[config.mk]
export PLATFORM = sky130hd
export DESIGN_NAME = exec_pipe_top
export DESIGN_NICKNAME = d
export VERILOG_FILES = /design/src/pipe_cfg_pkg.sv /design/src/cpu_types_pkg.sv /design/src/inst_decode.sv /design/src/reg_file.sv /design/src/id_ex_reg.sv /design/src/ex_unit.sv /design/src/load_timer.sv /design/src/pipe_ctrl.sv /design/src/exec_pipe_top.sv
export SDC_FILE = /design/constraint.sdc
export NUM_CORES = 2
export LEC_CHECK = 0
export BUFFER_PORTS_ARGS = -buffer_cell sky130_fd_sc_hd__buf_2
export CAP_MARGIN = 20
export CORE_UTILIZATION = 55
export DETAILED_ROUTE_END_ITERATION = 8
export GPL_TIMING_DRIVEN = 0
export PLACE_DENSITY_LB_ADDON = 0.15
export SYNTH_ARGS = -nofsm -noshare
export SYNTH_HDL_FRONTEND = slang
export SYNTH_SLANG_ARGS = --single-unit
[constraint.sdc]
create_clock -name clk -period 8.6 [get_ports clk]
set_input_delay 0.43 -clock clk [delete_from_list [all_inputs] [get_ports clk]]
set_output_delay 0.43 -clock clk [all_outputs]
set_load 0.01 [all_outputs]
[src/pipe_cfg_pkg.sv]
package pipe_cfg_pkg;

    localparam int XLEN       = 32;
    localparam int NREGS      = 32;
    localparam int REG_AW     = $clog2(NREGS);

    localparam int LOAD_LAT   = 4;                          // cycles a load spends in EX.
    localparam int LAT_CW     = (LOAD_LAT > 2) ? $clog2(LOAD_LAT) : 1;

    localparam int DMEM_WORDS = 16;
    localparam int DMEM_AW    = $clog2(DMEM_WORDS);         // word index is addr[5:2].

    typedef enum logic [0:0] {
        RUN,
        WAIT_LOAD
    } ctrl_state_e;

    typedef struct packed {
        logic hold_id;                                      // freeze decode.
        logic hold_ex;                                      // freeze ID/EX.
    } stall_t;

endpackage

[src/cpu_types_pkg.sv]
package cpu_types_pkg;

    import pipe_cfg_pkg::*;

    typedef enum logic [6:0] {
        OPC_OP     = 7'b0110011,
        OPC_OP_IMM = 7'b0010011,
        OPC_AUIPC  = 7'b0010111,
        OPC_LOAD   = 7'b0000011,
        OPC_STORE  = 7'b0100011
    } opcode_e;

    typedef enum logic [3:0] {
        ALU_NOP,                                            // must stay zero, bubbles are '0.
        ALU_ADD,
        ALU_SUB,
        ALU_AND,
        ALU_OR,
        ALU_XOR,
        ALU_PASS_B,
        ALU_LOAD,
        ALU_STORE
    } alu_op_e;

    localparam logic [2:0] F3_ADD_SUB = 3'b000;
    localparam logic [2:0] F3_XOR     = 3'b100;
    localparam logic [2:0] F3_OR      = 3'b110;
    localparam logic [2:0] F3_AND     = 3'b111;
    localparam logic [2:0] F3_WORD    = 3'b010;             // lw and sw.

    localparam logic [6:0] F7_BASE    = 7'b0000000;
    localparam logic [6:0] F7_SUB     = 7'b0100000;

    typedef struct packed {
        logic [XLEN-1:0]   pc;
        alu_op_e           alu_op;
        logic [XLEN-1:0]   op_a;                            // pc for auipc.
        logic [XLEN-1:0]   op_b;
        logic [XLEN-1:0]   store_data;
        logic [XLEN-1:0]   imm;
        logic [REG_AW-1:0] rd;
        logic              we;
    } id_ex_t;

    typedef struct packed {
        logic              we;
        logic [REG_AW-1:0] addr;
        logic [XLEN-1:0]   data;
    } wb_t;

endpackage

[src/inst_decode.sv]
`timescale 1ns/1ps

module inst_decode (
    input  logic [31:0]                     inst_i,
    input  logic [pipe_cfg_pkg::XLEN-1:0]   pc_i,
    input  logic                            inst_valid_i,
    input  logic [pipe_cfg_pkg::XLEN-1:0]   rs1_data_i,
    input  logic [pipe_cfg_pkg::XLEN-1:0]   rs2_data_i,
    output logic [pipe_cfg_pkg::REG_AW-1:0] rs1_addr_o,
    output logic [pipe_cfg_pkg::REG_AW-1:0] rs2_addr_o,
    output cpu_types_pkg::id_ex_t           dec_o
);

    import pipe_cfg_pkg::*;
    import cpu_types_pkg::*;

    opcode_e           opcode;
    logic [2:0]        funct3;
    logic [6:0]        funct7;
    logic [REG_AW-1:0] rd;
    logic [XLEN-1:0]   imm_i;
    logic [XLEN-1:0]   imm_s;
    logic [XLEN-1:0]   imm_u;

    assign opcode     = opcode_e'(inst_i[6:0]);
    assign funct3     = inst_i[14:12];
    assign funct7     = inst_i[31:25];
    assign rd         = inst_i[11:7];
    assign rs1_addr_o = inst_i[19:15];
    assign rs2_addr_o = inst_i[24:20];

    assign imm_i = {{(XLEN-12){inst_i[31]}}, inst_i[31:20]};
    assign imm_s = {{(XLEN-12){inst_i[31]}}, inst_i[31:25], inst_i[11:7]};
    assign imm_u = {inst_i[31:12], 12'b0};

    always_comb begin
        dec_o = '0;                                         // nop unless recognised.
        if (inst_valid_i) begin
            dec_o.pc = pc_i;
            dec_o.rd = rd;
            case (opcode)
                OPC_OP: begin
                    dec_o.op_a = rs1_data_i;
                    dec_o.op_b = rs2_data_i;
                    if (funct7 == F7_BASE) begin
                        case (funct3)
                            F3_ADD_SUB: dec_o.alu_op = ALU_ADD;
                            F3_XOR:     dec_o.alu_op = ALU_XOR;
                            F3_OR:      dec_o.alu_op = ALU_OR;
                            F3_AND:     dec_o.alu_op = ALU_AND;
                            default:    dec_o.alu_op = ALU_NOP;
                        endcase
                    end else if (funct7 == F7_SUB && funct3 == F3_ADD_SUB) begin
                        dec_o.alu_op = ALU_SUB;
                    end
                end
                OPC_OP_IMM: begin
                    if (funct3 == F3_ADD_SUB) begin             // addi only.
                        dec_o.alu_op = ALU_ADD;
                        dec_o.op_a   = rs1_data_i;
                        dec_o.op_b   = imm_i;
                        dec_o.imm    = imm_i;
                    end
                end
                OPC_AUIPC: begin
                    dec_o.alu_op = ALU_ADD;
                    dec_o.op_a   = pc_i;
                    dec_o.op_b   = imm_u;
                    dec_o.imm    = imm_u;
                end
                OPC_LOAD: begin
                    if (funct3 == F3_WORD) begin
                        dec_o.alu_op = ALU_LOAD;
                        dec_o.op_a   = rs1_data_i;
                        dec_o.imm    = imm_i;
                    end
                end
                OPC_STORE: begin
                    if (funct3 == F3_WORD) begin
                        dec_o.alu_op     = ALU_STORE;
                        dec_o.op_a       = rs1_data_i;
                        dec_o.store_data = rs2_data_i;
                        dec_o.imm        = imm_s;
                    end
                end
                default: dec_o.alu_op = ALU_NOP;
            endcase
            // only result-producing ops write, and never to x0
            dec_o.we = (dec_o.alu_op inside {ALU_ADD, ALU_SUB, ALU_AND, ALU_OR, ALU_XOR,
                                             ALU_LOAD}) && (rd != '0);
        end
    end

endmodule

[src/reg_file.sv]
`timescale 1ns/1ps

module reg_file (
    input  logic                            clk,
    input  logic                            rst_n_i,
    input  logic [pipe_cfg_pkg::REG_AW-1:0] rs1_addr_i,
    input  logic [pipe_cfg_pkg::REG_AW-1:0] rs2_addr_i,
    input  cpu_types_pkg::wb_t              wb_i,
    output logic [pipe_cfg_pkg::XLEN-1:0]   rs1_data_o,
    output logic [pipe_cfg_pkg::XLEN-1:0]   rs2_data_o
);

    import pipe_cfg_pkg::*;

    logic [XLEN-1:0] regs_q [NREGS];

    function automatic logic [XLEN-1:0] read_port(input logic [REG_AW-1:0] addr);
        if (addr == '0) begin
            return '0;
        end else if (wb_i.we && wb_i.addr == addr) begin
            return wb_i.data;                               // write-first bypass.
        end
        return regs_q[addr];
    endfunction

    always_ff @(posedge clk or negedge rst_n_i) begin
        if (!rst_n_i) begin
            for (int i = 0; i < NREGS; i++) begin
                regs_q[i] <= '0;
            end
        end else if (wb_i.we && wb_i.addr != '0) begin
            regs_q[wb_i.addr] <= wb_i.data;
        end
    end

    assign rs1_data_o = read_port(rs1_addr_i);
    assign rs2_data_o = read_port(rs2_addr_i);

    // decode must already have dropped the write enable for rd = x0
    x0_never_written_a: assert property (@(posedge clk) disable iff (!rst_n_i)
        wb_i.we |-> (wb_i.addr != '0));

endmodule

[src/id_ex_reg.sv]
`timescale 1ns/1ps

module id_ex_reg (
    input  logic                  clk,
    input  logic                  rst_n_i,
    input  cpu_types_pkg::id_ex_t dec_i,
    input  logic                  flush_i,
    input  pipe_cfg_pkg::stall_t  stall_i,
    input  logic                  load_done_i,
    output cpu_types_pkg::id_ex_t ex_o,
    output logic                  load_pending_o
);

    import cpu_types_pkg::*;

    logic dec_is_load;

    assign dec_is_load = (dec_i.alu_op == ALU_LOAD);

    always_ff @(posedge clk or negedge rst_n_i) begin
        if (!rst_n_i) begin
            ex_o           <= '0;
            load_pending_o <= 1'b0;
        end else if (flush_i) begin
            ex_o           <= '0;                           // drop whatever is in EX.
            load_pending_o <= 1'b0;
        end else if (load_done_i) begin
            ex_o           <= dec_i;                        // load retires, next one enters.
            load_pending_o <= dec_is_load;
        end else if (stall_i.hold_id && !stall_i.hold_ex) begin
            ex_o           <= '0;                           // bubble.
            load_pending_o <= 1'b0;
        end else if (!stall_i.hold_id) begin
            ex_o           <= dec_i;
            load_pending_o <= dec_is_load;
        end
    end

    // EX may only be frozen behind an outstanding load
    hold_ex_needs_load_a: assert property (@(posedge clk) disable iff (!rst_n_i)
        stall_i.hold_ex |-> load_pending_o);

endmodule

[src/ex_unit.sv]
`timescale 1ns/1ps

module ex_unit (
    input  logic                  clk,
    input  logic                  rst_n_i,
    input  cpu_types_pkg::id_ex_t ex_i,
    input  logic                  load_done_i,
    output cpu_types_pkg::wb_t    wb_o
);

    import pipe_cfg_pkg::*;
    import cpu_types_pkg::*;

    logic [XLEN-1:0]    dmem_q [DMEM_WORDS];
    logic [XLEN-1:0]    alu_res;
    logic [XLEN-1:0]    mem_addr;
    logic [DMEM_AW-1:0] word_idx;
    logic               is_load;

    always_comb begin
        case (ex_i.alu_op)
            ALU_ADD:    alu_res = ex_i.op_a + ex_i.op_b;
            ALU_SUB:    alu_res = ex_i.op_a - ex_i.op_b;
            ALU_AND:    alu_res = ex_i.op_a & ex_i.op_b;
            ALU_OR:     alu_res = ex_i.op_a | ex_i.op_b;
            ALU_XOR:    alu_res = ex_i.op_a ^ ex_i.op_b;
            ALU_PASS_B: alu_res = ex_i.op_b;
            default:    alu_res = '0;
        endcase
    end

    assign mem_addr = ex_i.op_a + ex_i.imm;
    assign word_idx = mem_addr[DMEM_AW+1:2];                // word aligned, low bits ignored.
    assign is_load  = (ex_i.alu_op == ALU_LOAD);

    always_ff @(posedge clk) begin
        if (ex_i.alu_op == ALU_STORE) begin
            dmem_q[word_idx] <= ex_i.store_data;
        end
    end

    always_comb begin
        wb_o.we   = ex_i.we && (!is_load || load_done_i);   // load only on its last cycle.
        wb_o.addr = ex_i.rd;
        wb_o.data = is_load ? dmem_q[word_idx] : alu_res;
    end

    // the timer and the ID/EX register must agree on what sits in EX
    done_only_for_load_a: assert property (@(posedge clk) disable iff (!rst_n_i)
        load_done_i |-> is_load);

endmodule

[src/load_timer.sv]
`timescale 1ns/1ps

module load_timer (
    input  logic clk,
    input  logic rst_n_i,
    input  logic load_pending_i,
    input  logic flush_i,
    output logic load_done_o
);

    import pipe_cfg_pkg::*;

    logic [LAT_CW-1:0] cnt_q;
    logic              at_end;

    assign at_end      = (cnt_q == LAT_CW'(LOAD_LAT - 1));
    assign load_done_o = load_pending_i && at_end && !flush_i;  // flush aborts the load.

    always_ff @(posedge clk or negedge rst_n_i) begin
        if (!rst_n_i) begin
            cnt_q <= '0;
        end else if (flush_i || load_done_o || !load_pending_i) begin
            cnt_q <= '0;
        end else begin
            cnt_q <= cnt_q + 1'b1;
        end
    end

    // the count is only valid while the load stays pending until it completes or is flushed
    pending_held_a: assert property (@(posedge clk) disable iff (!rst_n_i)
        load_pending_i && !load_done_o && !flush_i |=> load_pending_i);

endmodule

[src/pipe_ctrl.sv]
`timescale 1ns/1ps

module pipe_ctrl (
    input  logic                 clk,
    input  logic                 rst_n_i,
    input  logic                 inst_valid_i,
    input  logic                 flush_i,
    input  logic                 load_pending_i,
    input  logic                 load_done_i,
    output pipe_cfg_pkg::stall_t stall_o,
    output logic                 fetch_stall_o
);

    import pipe_cfg_pkg::*;

    ctrl_state_e state_q;
    ctrl_state_e state_d;
    logic        load_wait;

    assign load_wait = load_pending_i && !load_done_i;

    always_comb begin
        state_d = state_q;
        stall_o = '0;
        case (state_q)
            RUN: begin
                // first cycle of a load is still seen here
                stall_o.hold_ex = load_wait;
                stall_o.hold_id = load_wait || !inst_valid_i;   // invalid input gives a bubble.
                if (load_wait && !flush_i) begin
                    state_d = WAIT_LOAD;
                end
            end
            WAIT_LOAD: begin
                stall_o.hold_ex = !load_done_i;
                stall_o.hold_id = !load_done_i;
                if (load_done_i || flush_i) begin
                    state_d = RUN;
                end
            end
            default: state_d = RUN;
        endcase
    end

    always_ff @(posedge clk or negedge rst_n_i) begin
        if (!rst_n_i) begin
            state_q <= RUN;
        end else begin
            state_q <= state_d;
        end
    end

    assign fetch_stall_o = stall_o.hold_ex;                 // fetch must present the word again.

endmodule

[src/exec_pipe_top.sv]
`timescale 1ns/1ps

module exec_pipe_top (
    input  logic                          clk,
    input  logic                          rst_n_i,
    input  logic [31:0]                   inst_i,
    input  logic [pipe_cfg_pkg::XLEN-1:0] pc_i,
    input  logic                          inst_valid_i,
    input  logic                          flush_i,
    output logic                          stall_o,
    output cpu_types_pkg::wb_t            wb_o
);

    import pipe_cfg_pkg::*;
    import cpu_types_pkg::*;

    logic [REG_AW-1:0] rs1_addr;
    logic [REG_AW-1:0] rs2_addr;
    logic [XLEN-1:0]   rs1_data;
    logic [XLEN-1:0]   rs2_data;
    id_ex_t            dec;
    id_ex_t            ex;
    stall_t            stall;
    logic              load_pending;
    logic              load_done;

    inst_decode u_inst_decode (
        .inst_i       (inst_i),
        .pc_i         (pc_i),
        .inst_valid_i (inst_valid_i),
        .rs1_data_i   (rs1_data),
        .rs2_data_i   (rs2_data),
        .rs1_addr_o   (rs1_addr),
        .rs2_addr_o   (rs2_addr),
        .dec_o        (dec)
    );

    reg_file u_reg_file (
        .clk        (clk),
        .rst_n_i    (rst_n_i),
        .rs1_addr_i (rs1_addr),
        .rs2_addr_i (rs2_addr),
        .wb_i       (wb_o),
        .rs1_data_o (rs1_data),
        .rs2_data_o (rs2_data)
    );

    id_ex_reg u_id_ex_reg (
        .clk            (clk),
        .rst_n_i        (rst_n_i),
        .dec_i          (dec),
        .flush_i        (flush_i),
        .stall_i        (stall),
        .load_done_i    (load_done),
        .ex_o           (ex),
        .load_pending_o (load_pending)
    );

    ex_unit u_ex_unit (
        .clk         (clk),
        .rst_n_i     (rst_n_i),
        .ex_i        (ex),
        .load_done_i (load_done),
        .wb_o        (wb_o)
    );

    load_timer u_load_timer (
        .clk            (clk),
        .rst_n_i        (rst_n_i),
        .load_pending_i (load_pending),
        .flush_i        (flush_i),
        .load_done_o    (load_done)
    );

    pipe_ctrl u_pipe_ctrl (
        .clk            (clk),
        .rst_n_i        (rst_n_i),
        .inst_valid_i   (inst_valid_i),
        .flush_i        (flush_i),
        .load_pending_i (load_pending),
        .load_done_i    (load_done),
        .stall_o        (stall),
        .fetch_stall_o  (stall_o)
    );

endmodule

# --- Yosys cells after proc, flatten, opt, wreduce, memory -nomap -nowiden ---
# Memories as Yosys holds them, arrays and structs flattened.
# Cells that the tools add are included.
word_totals:
  register_bits: 1140
  latch_bits: 0
  ram_bits: 512
  mem_bits_ro: 0
  input_bits: 68
  out_inout_bits: 39
  word_cells: 168
  memories: 1
memory_table:
  columns: ["name", "depth", "word_bits", "read_ports", "rd_ports_with_merged_regs", "write_ports", "line_no", "rtl"]
  rows:
  - ["u_ex_unit.dmem_q", 16, 32, 1, 0, 1, "ex_unit.sv:14", "logic [XLEN-1:0] dmem_q [DMEM_WORDS];"]
classes:
  addsub: 4
  mul: 0
  div_mod_pow: 0
  n_lt_le_gt_ge: 4
  eq_ne: 29
  n_shift: 0
  n_mux: 52
  bitwise_logic: 7
  reduce_logical: 29
ops:
  columns: ["op", "n"]
  rows:
  - ["bitwise mux 1024 bit", 1]
  - ["two-way mux 138 bit", 5]
  - ["two-way mux 32 bit", 15]
  - ["binary-select mux 32 bit (select 5 bit)", 2]
  - ["case mux 32 bit (6 select lines)", 1]
  - ["demux 32 bit (select 5 bit)", 1]
  - ["case mux 32 bit (5 select lines)", 1]
  - ["case mux 32 bit (4 select lines)", 1]
  - ["case mux 32 bit (3 select lines)", 1]
  - ["two-way mux 65 bit", 1]
  - ["two-way mux 64 bit", 1]
  - ["two-way mux 36 bit", 1]
  - ["two-way mux 35 bit", 1]
  - ["adder 32 bit", 1]
  - ["AND 32 bit", 1]
  - ["== test 4 x 3 -> 1 bit (second input constant)", 8]
  - ["bitwise OR 32 bit", 1]
  - ["subtractor 32 bit", 1]
  - ["XOR 32 bit", 1]
  - ["== test 7 x 6 -> 1 bit (second input constant)", 3]
  - ["case mux 4 bit (5 select lines)", 1]
  - [">= comparator 6 bit (second input constant)", 3]
  - ["inverter 5 -> 6 bit", 3]
  - ["== test 4 x 2 -> 1 bit (second input constant)", 4]
  - ["other kinds (28)", 66]

# --- Longest topological paths before layout ---
logic_depth:
  word_depth: 21
  depth_mapped: 19
  mapped_depth_nobuf: 18

# --- Hierarchy ---
# A second synthesis with hierarchy kept.
unflattened:
  hier_cells: 5812
  hier_area_um2: 86914.6
modules_own_cells:
  columns: ["mod", "n_inst", "cells_each", "area_per_inst_um2", "seq_area_each_um2"]
  rows:
  - ["reg_file", 1, 3658, 54945.2, 25624.6]
  - ["ex_unit", 1, 1444, 23816.6, 15374.7]
  - ["id_ex_reg", 1, 383, 5983.2, 4279.1]
  - ["inst_decode", 1, 315, 2006.9, 0.0]
  - ["load_timer", 1, 6, 98.8, 50.0]
  - ["pipe_ctrl", 1, 6, 63.8, 25.0]

# --- Worst setup path after synthesis ---
# No wires, ideal clock.
synth_timing:
  path_type: "reg-to-output"
  start: "reg u_id_ex_reg.ex_o[84] in the netlist's numbering"
  end: "out wb_o[30] in the netlist's numbering"
  arrival_ps: 4296
  required_time_ps: 8170
  slack_ps: 3874
  path_stages_with_launch: 16
  n_path_buf: 2
  cell_sequence: "dfrtp_1 or4_4 or4_4 nor2_4 a21oi_1 xnor2_1 ha_1 clkbuf_1 nand2_1 or3_1 a2111o_1 a21oi_1 mux2i_1 a2111oi_2 buf_2 inv_1"
synth_lines:
  columns: ["item", "line_no", "rtl"]
  rows:
  - ["start: declaration", "id_ex_reg.sv:10", "output cpu_types_pkg::id_ex_t ex_o,"]
  - ["start signal: assignment", "id_ex_reg.sv:28", "ex_o <= dec_i;"]
  - ["start signal: assignment", "id_ex_reg.sv:34", "ex_o <= dec_i;"]
  - ["end: declaration", "exec_pipe_top.sv:11", "output cpu_types_pkg::wb_t wb_o"]

==> results.cfg <==
[status]
status = completed

[clock_tree]
post_cts_resized = 0
cts_hold_buf = 38
insertion_delay_ns = 0.90
cts_setup_buffers = 0
clock-root-buffer = clkbuf_16
clk_pin_slew_worst_paths_ns = 0.06
clock_sinks = 1652
cts.path.max_buffers = 3
tritoncts = built
numCtsBuffers = 173
htreeDepth = 4

[synth]
synth_edf_count = 512
ys_warn_count = 0
ys_ff_latch = 1652
syn_area_um2 = 81940
synthCells = 6503
synth-main-ff-cell = dfrtp_1
syn_area_per_cell_um2 = 12.60
async_flop_share_pct = 69.01
yosysUniqueCellTypes = 80
syn_nets = 6673
synth_seq_area_share_pct = 53.58

[floorplan]
fp.dieH_um = 388.0
die_x_um = 388.0
dieArea_um2 = 150500
pin_count = 107
rows = 141
core_um2 = 147800
initial_core_util_pct = 55.42

[final_layout]
drive_gt1_share_pct = 21.21
final_core_util_pct = 63.29
syn2layout_area_growth_pct = 14.20
final_cells = 9047
final_nets = 7120

[sta]
fmax_mhz = 118.5
relSlewSlack_pct = 7.200
final_max_slew_viol_count = 0
rsz0062_at_grt = false
fin_crit_sh_pct = 98.12
setup_tns_ns = 0
fin_crit_ns = 8.438
setup_viol = 0
tightestPinTransition_ns = 1.392
clock_skew_ns = 0.06223
hold_viol_final = 0

[global_routing]
antenna_found_initial = 43
gr-total-overflow = 0
first_global_vias = 63760
grt_pass1_wl_mm = 521.0
grtUsageTotal_pct = 51.36
grt_max_degree = 163

[place]
dp_hpwl_mm = 280.4
place_inst = 8644
io_buffer_count = 98
routabilityCongestion = 1.071

[route]
drtPass1Iterations = 7
wire_per_inst_um = 42.57
vias_per_cell = 7.381
highest_layer = met5
drc = 0
wl_met2_mm = 162.2
routed_wl_mm = 385.1
initialDrtViolationCount = 11055
dr_wl_met3_mm = 58.03
vias = 66773
route.antenna.remaining_nets = 0
wl_met1_mm = 127.5

[job]
cap_viol_max_count = 0

[critical_path]
startpoint_type = register
critPathArrivalTime_ns = 8.01
critPathMaxFanout = 10
path_class = reg -> out
endpoint_kind = output port
crit_required_ns = 8.17
r2r_slack_ns = 1.77

[power_and_ir_drop]
cellLeakagePower_uw = 0.03773
peakVddDrop_v = 0.0001986
p_per_area_nw_per_um2 = 180.3
power.total_uw = 16870

[hold_path]
min_path_type = in -> reg
-- metal layers --
metal	vias to the layer above	track usage, %
li1	25268	-
met2	5953	72.18
met1	33765	61.08
met3	1759	23.89
met4	28	39.86
met5	-	0.1595
-- synthesized netlist by cell type, types with 29 or more instances --
library cell / instances / share of area (%)
mux2_2: 113 / 1.6
a22oi_1: 79 / 0.72
mux2i_1: 150 / 1.8
dfrtp_1: 1140 / 35
clkbuf_1: 463 / 2.1
o21ai_0: 400 / 2.4
mux4_2: 686 / 19
nand3_1: 34 / 0.21
buf_1: 59 / 0.27
nand2_1: 587 / 2.7
buf_2: 86 / 0.53
ha_1: 101 / 1.5
inv_1: 105 / 0.48
xnor2_1: 50 / 0.53
nor2_1: 688 / 3.2
a21oi_1: 698 / 4.3
nor2b_1: 41 / 0.31
edfxtp_1: 512 / 19
a22o_1: 48 / 0.51
o221ai_1: 61 / 0.65
o22ai_1: 29 / 0.22
-- final timing paths --
path                                             from                      to  depth (start not counted)
worst max-delay path            u_id_ex_reg.ex_o[134]                wb_o[29]                         18
worst min-delay path                       inst_i[26]    u_id_ex_reg.ex_o[76]                          3
max in group asynchronous                     rst_n_i  u_reg_file.regs_q[451]                          5
min in group asynchronous                     rst_n_i  u_reg_file.regs_q[149]                          2
worst max register to register  u_id_ex_reg.ex_o[134]    u_id_ex_reg.ex_o[92]                         18
worst min register to register  u_load_timer.cnt_q[0]   u_load_timer.cnt_q[0]                          1
-- metrics by stage --
stage	hold slack (ns)	cell area [µm²]	setup WS (ns)
after floorplan	0.1344	81940	3.874
after global placement	0.4221	84840	-18.52
after detailed placement	0.3942	86910	1.505
after CTS	0.002472	93220	0.6128
after global routing	0.0006756	93520	0.2494
final	0.03442	93570	0.1616
-- flip-flops by register name (all words and copies together), names as in the netlist --
name	count
u_id_ex_reg.load_pending_o	1
u_reg_file.regs_q	1024
u_load_timer.cnt_q	2
u_ex_unit.dmem_q	512
u_id_ex_reg.ex_o	112
u_pipe_ctrl.state_q	1
-- cell usage in the layout (no fill, tap or decap), types with 105 or more instances in the layout --
cell type     n
inv_1       105
buf_2       217
mux2_2      113
mux4_2      686
o21ai_0     400
clkbuf_1    474
edfxtp_1    512
clkbuf_16   174
dfrtp_1    1140
nand2_1     587
nor2_1      679
a21oi_1     698
mux2i_1     150
-- power by group --
part	switching [µW]	total, µW	internal, µW
clock	3460	7930	4480
sequential	2.03	8070	8070
combinational	648	870	222
total	4110	16900	12800
-- worst max-delay path: stages, from the launching register on --
cell and delay (ns):
dfrtp_1 0.38, clkbuf_1 0.42, nor2b_1 0.19, nand2_1 0.32, clkbuf_1 0.60, nand2_1 0.22, xnor2_1 0.19, ha_1 0.48
nand2_1 0.11, nor3_1 0.35, nand4_1 0.15, o2111ai_1 0.70, nand2_1 0.36, o31ai_1 0.38, mux2i_1 0.22, nor2_1 0.99
buf_2 0.42, inv_1 0.36, buf_2 0.28
-- final cells by class --
| type | instances | area, µm² |
|---|---|---|
| sequential | 1652 | 43900 |
| clock inverter | 84 | 1084 |
| clock buffer | 236 | 4847 |
| inverter | 106 | 397.9 |
| fill | 11463 | 54270 |
| buffer | 619 | 2541 |
| multi-input combinational | 4126 | 35310 |
| tap | 1930 | 2415 |
| timing repair buffer | 272 | 3020 |
| antenna | 22 | 55.05 |
-- kinds of logic after synthesis --
| group | count (synthesis) | synth area share (%) |
|---|---|---|
| AOI/OAI and AO/OA | 1521 | 10.95 |
| xor gates and xnor gates | 62 | 0.6627 |
| adders and majority gates | 102 | 1.567 |
| buffers and inverters | 725 | 3.503 |
| DFF | 1652 | 53.58 |
| muxes | 949 | 22.24 |
| and+or+nand+nor | 1492 | 7.501 |
(Power assumes the default switching activity.)
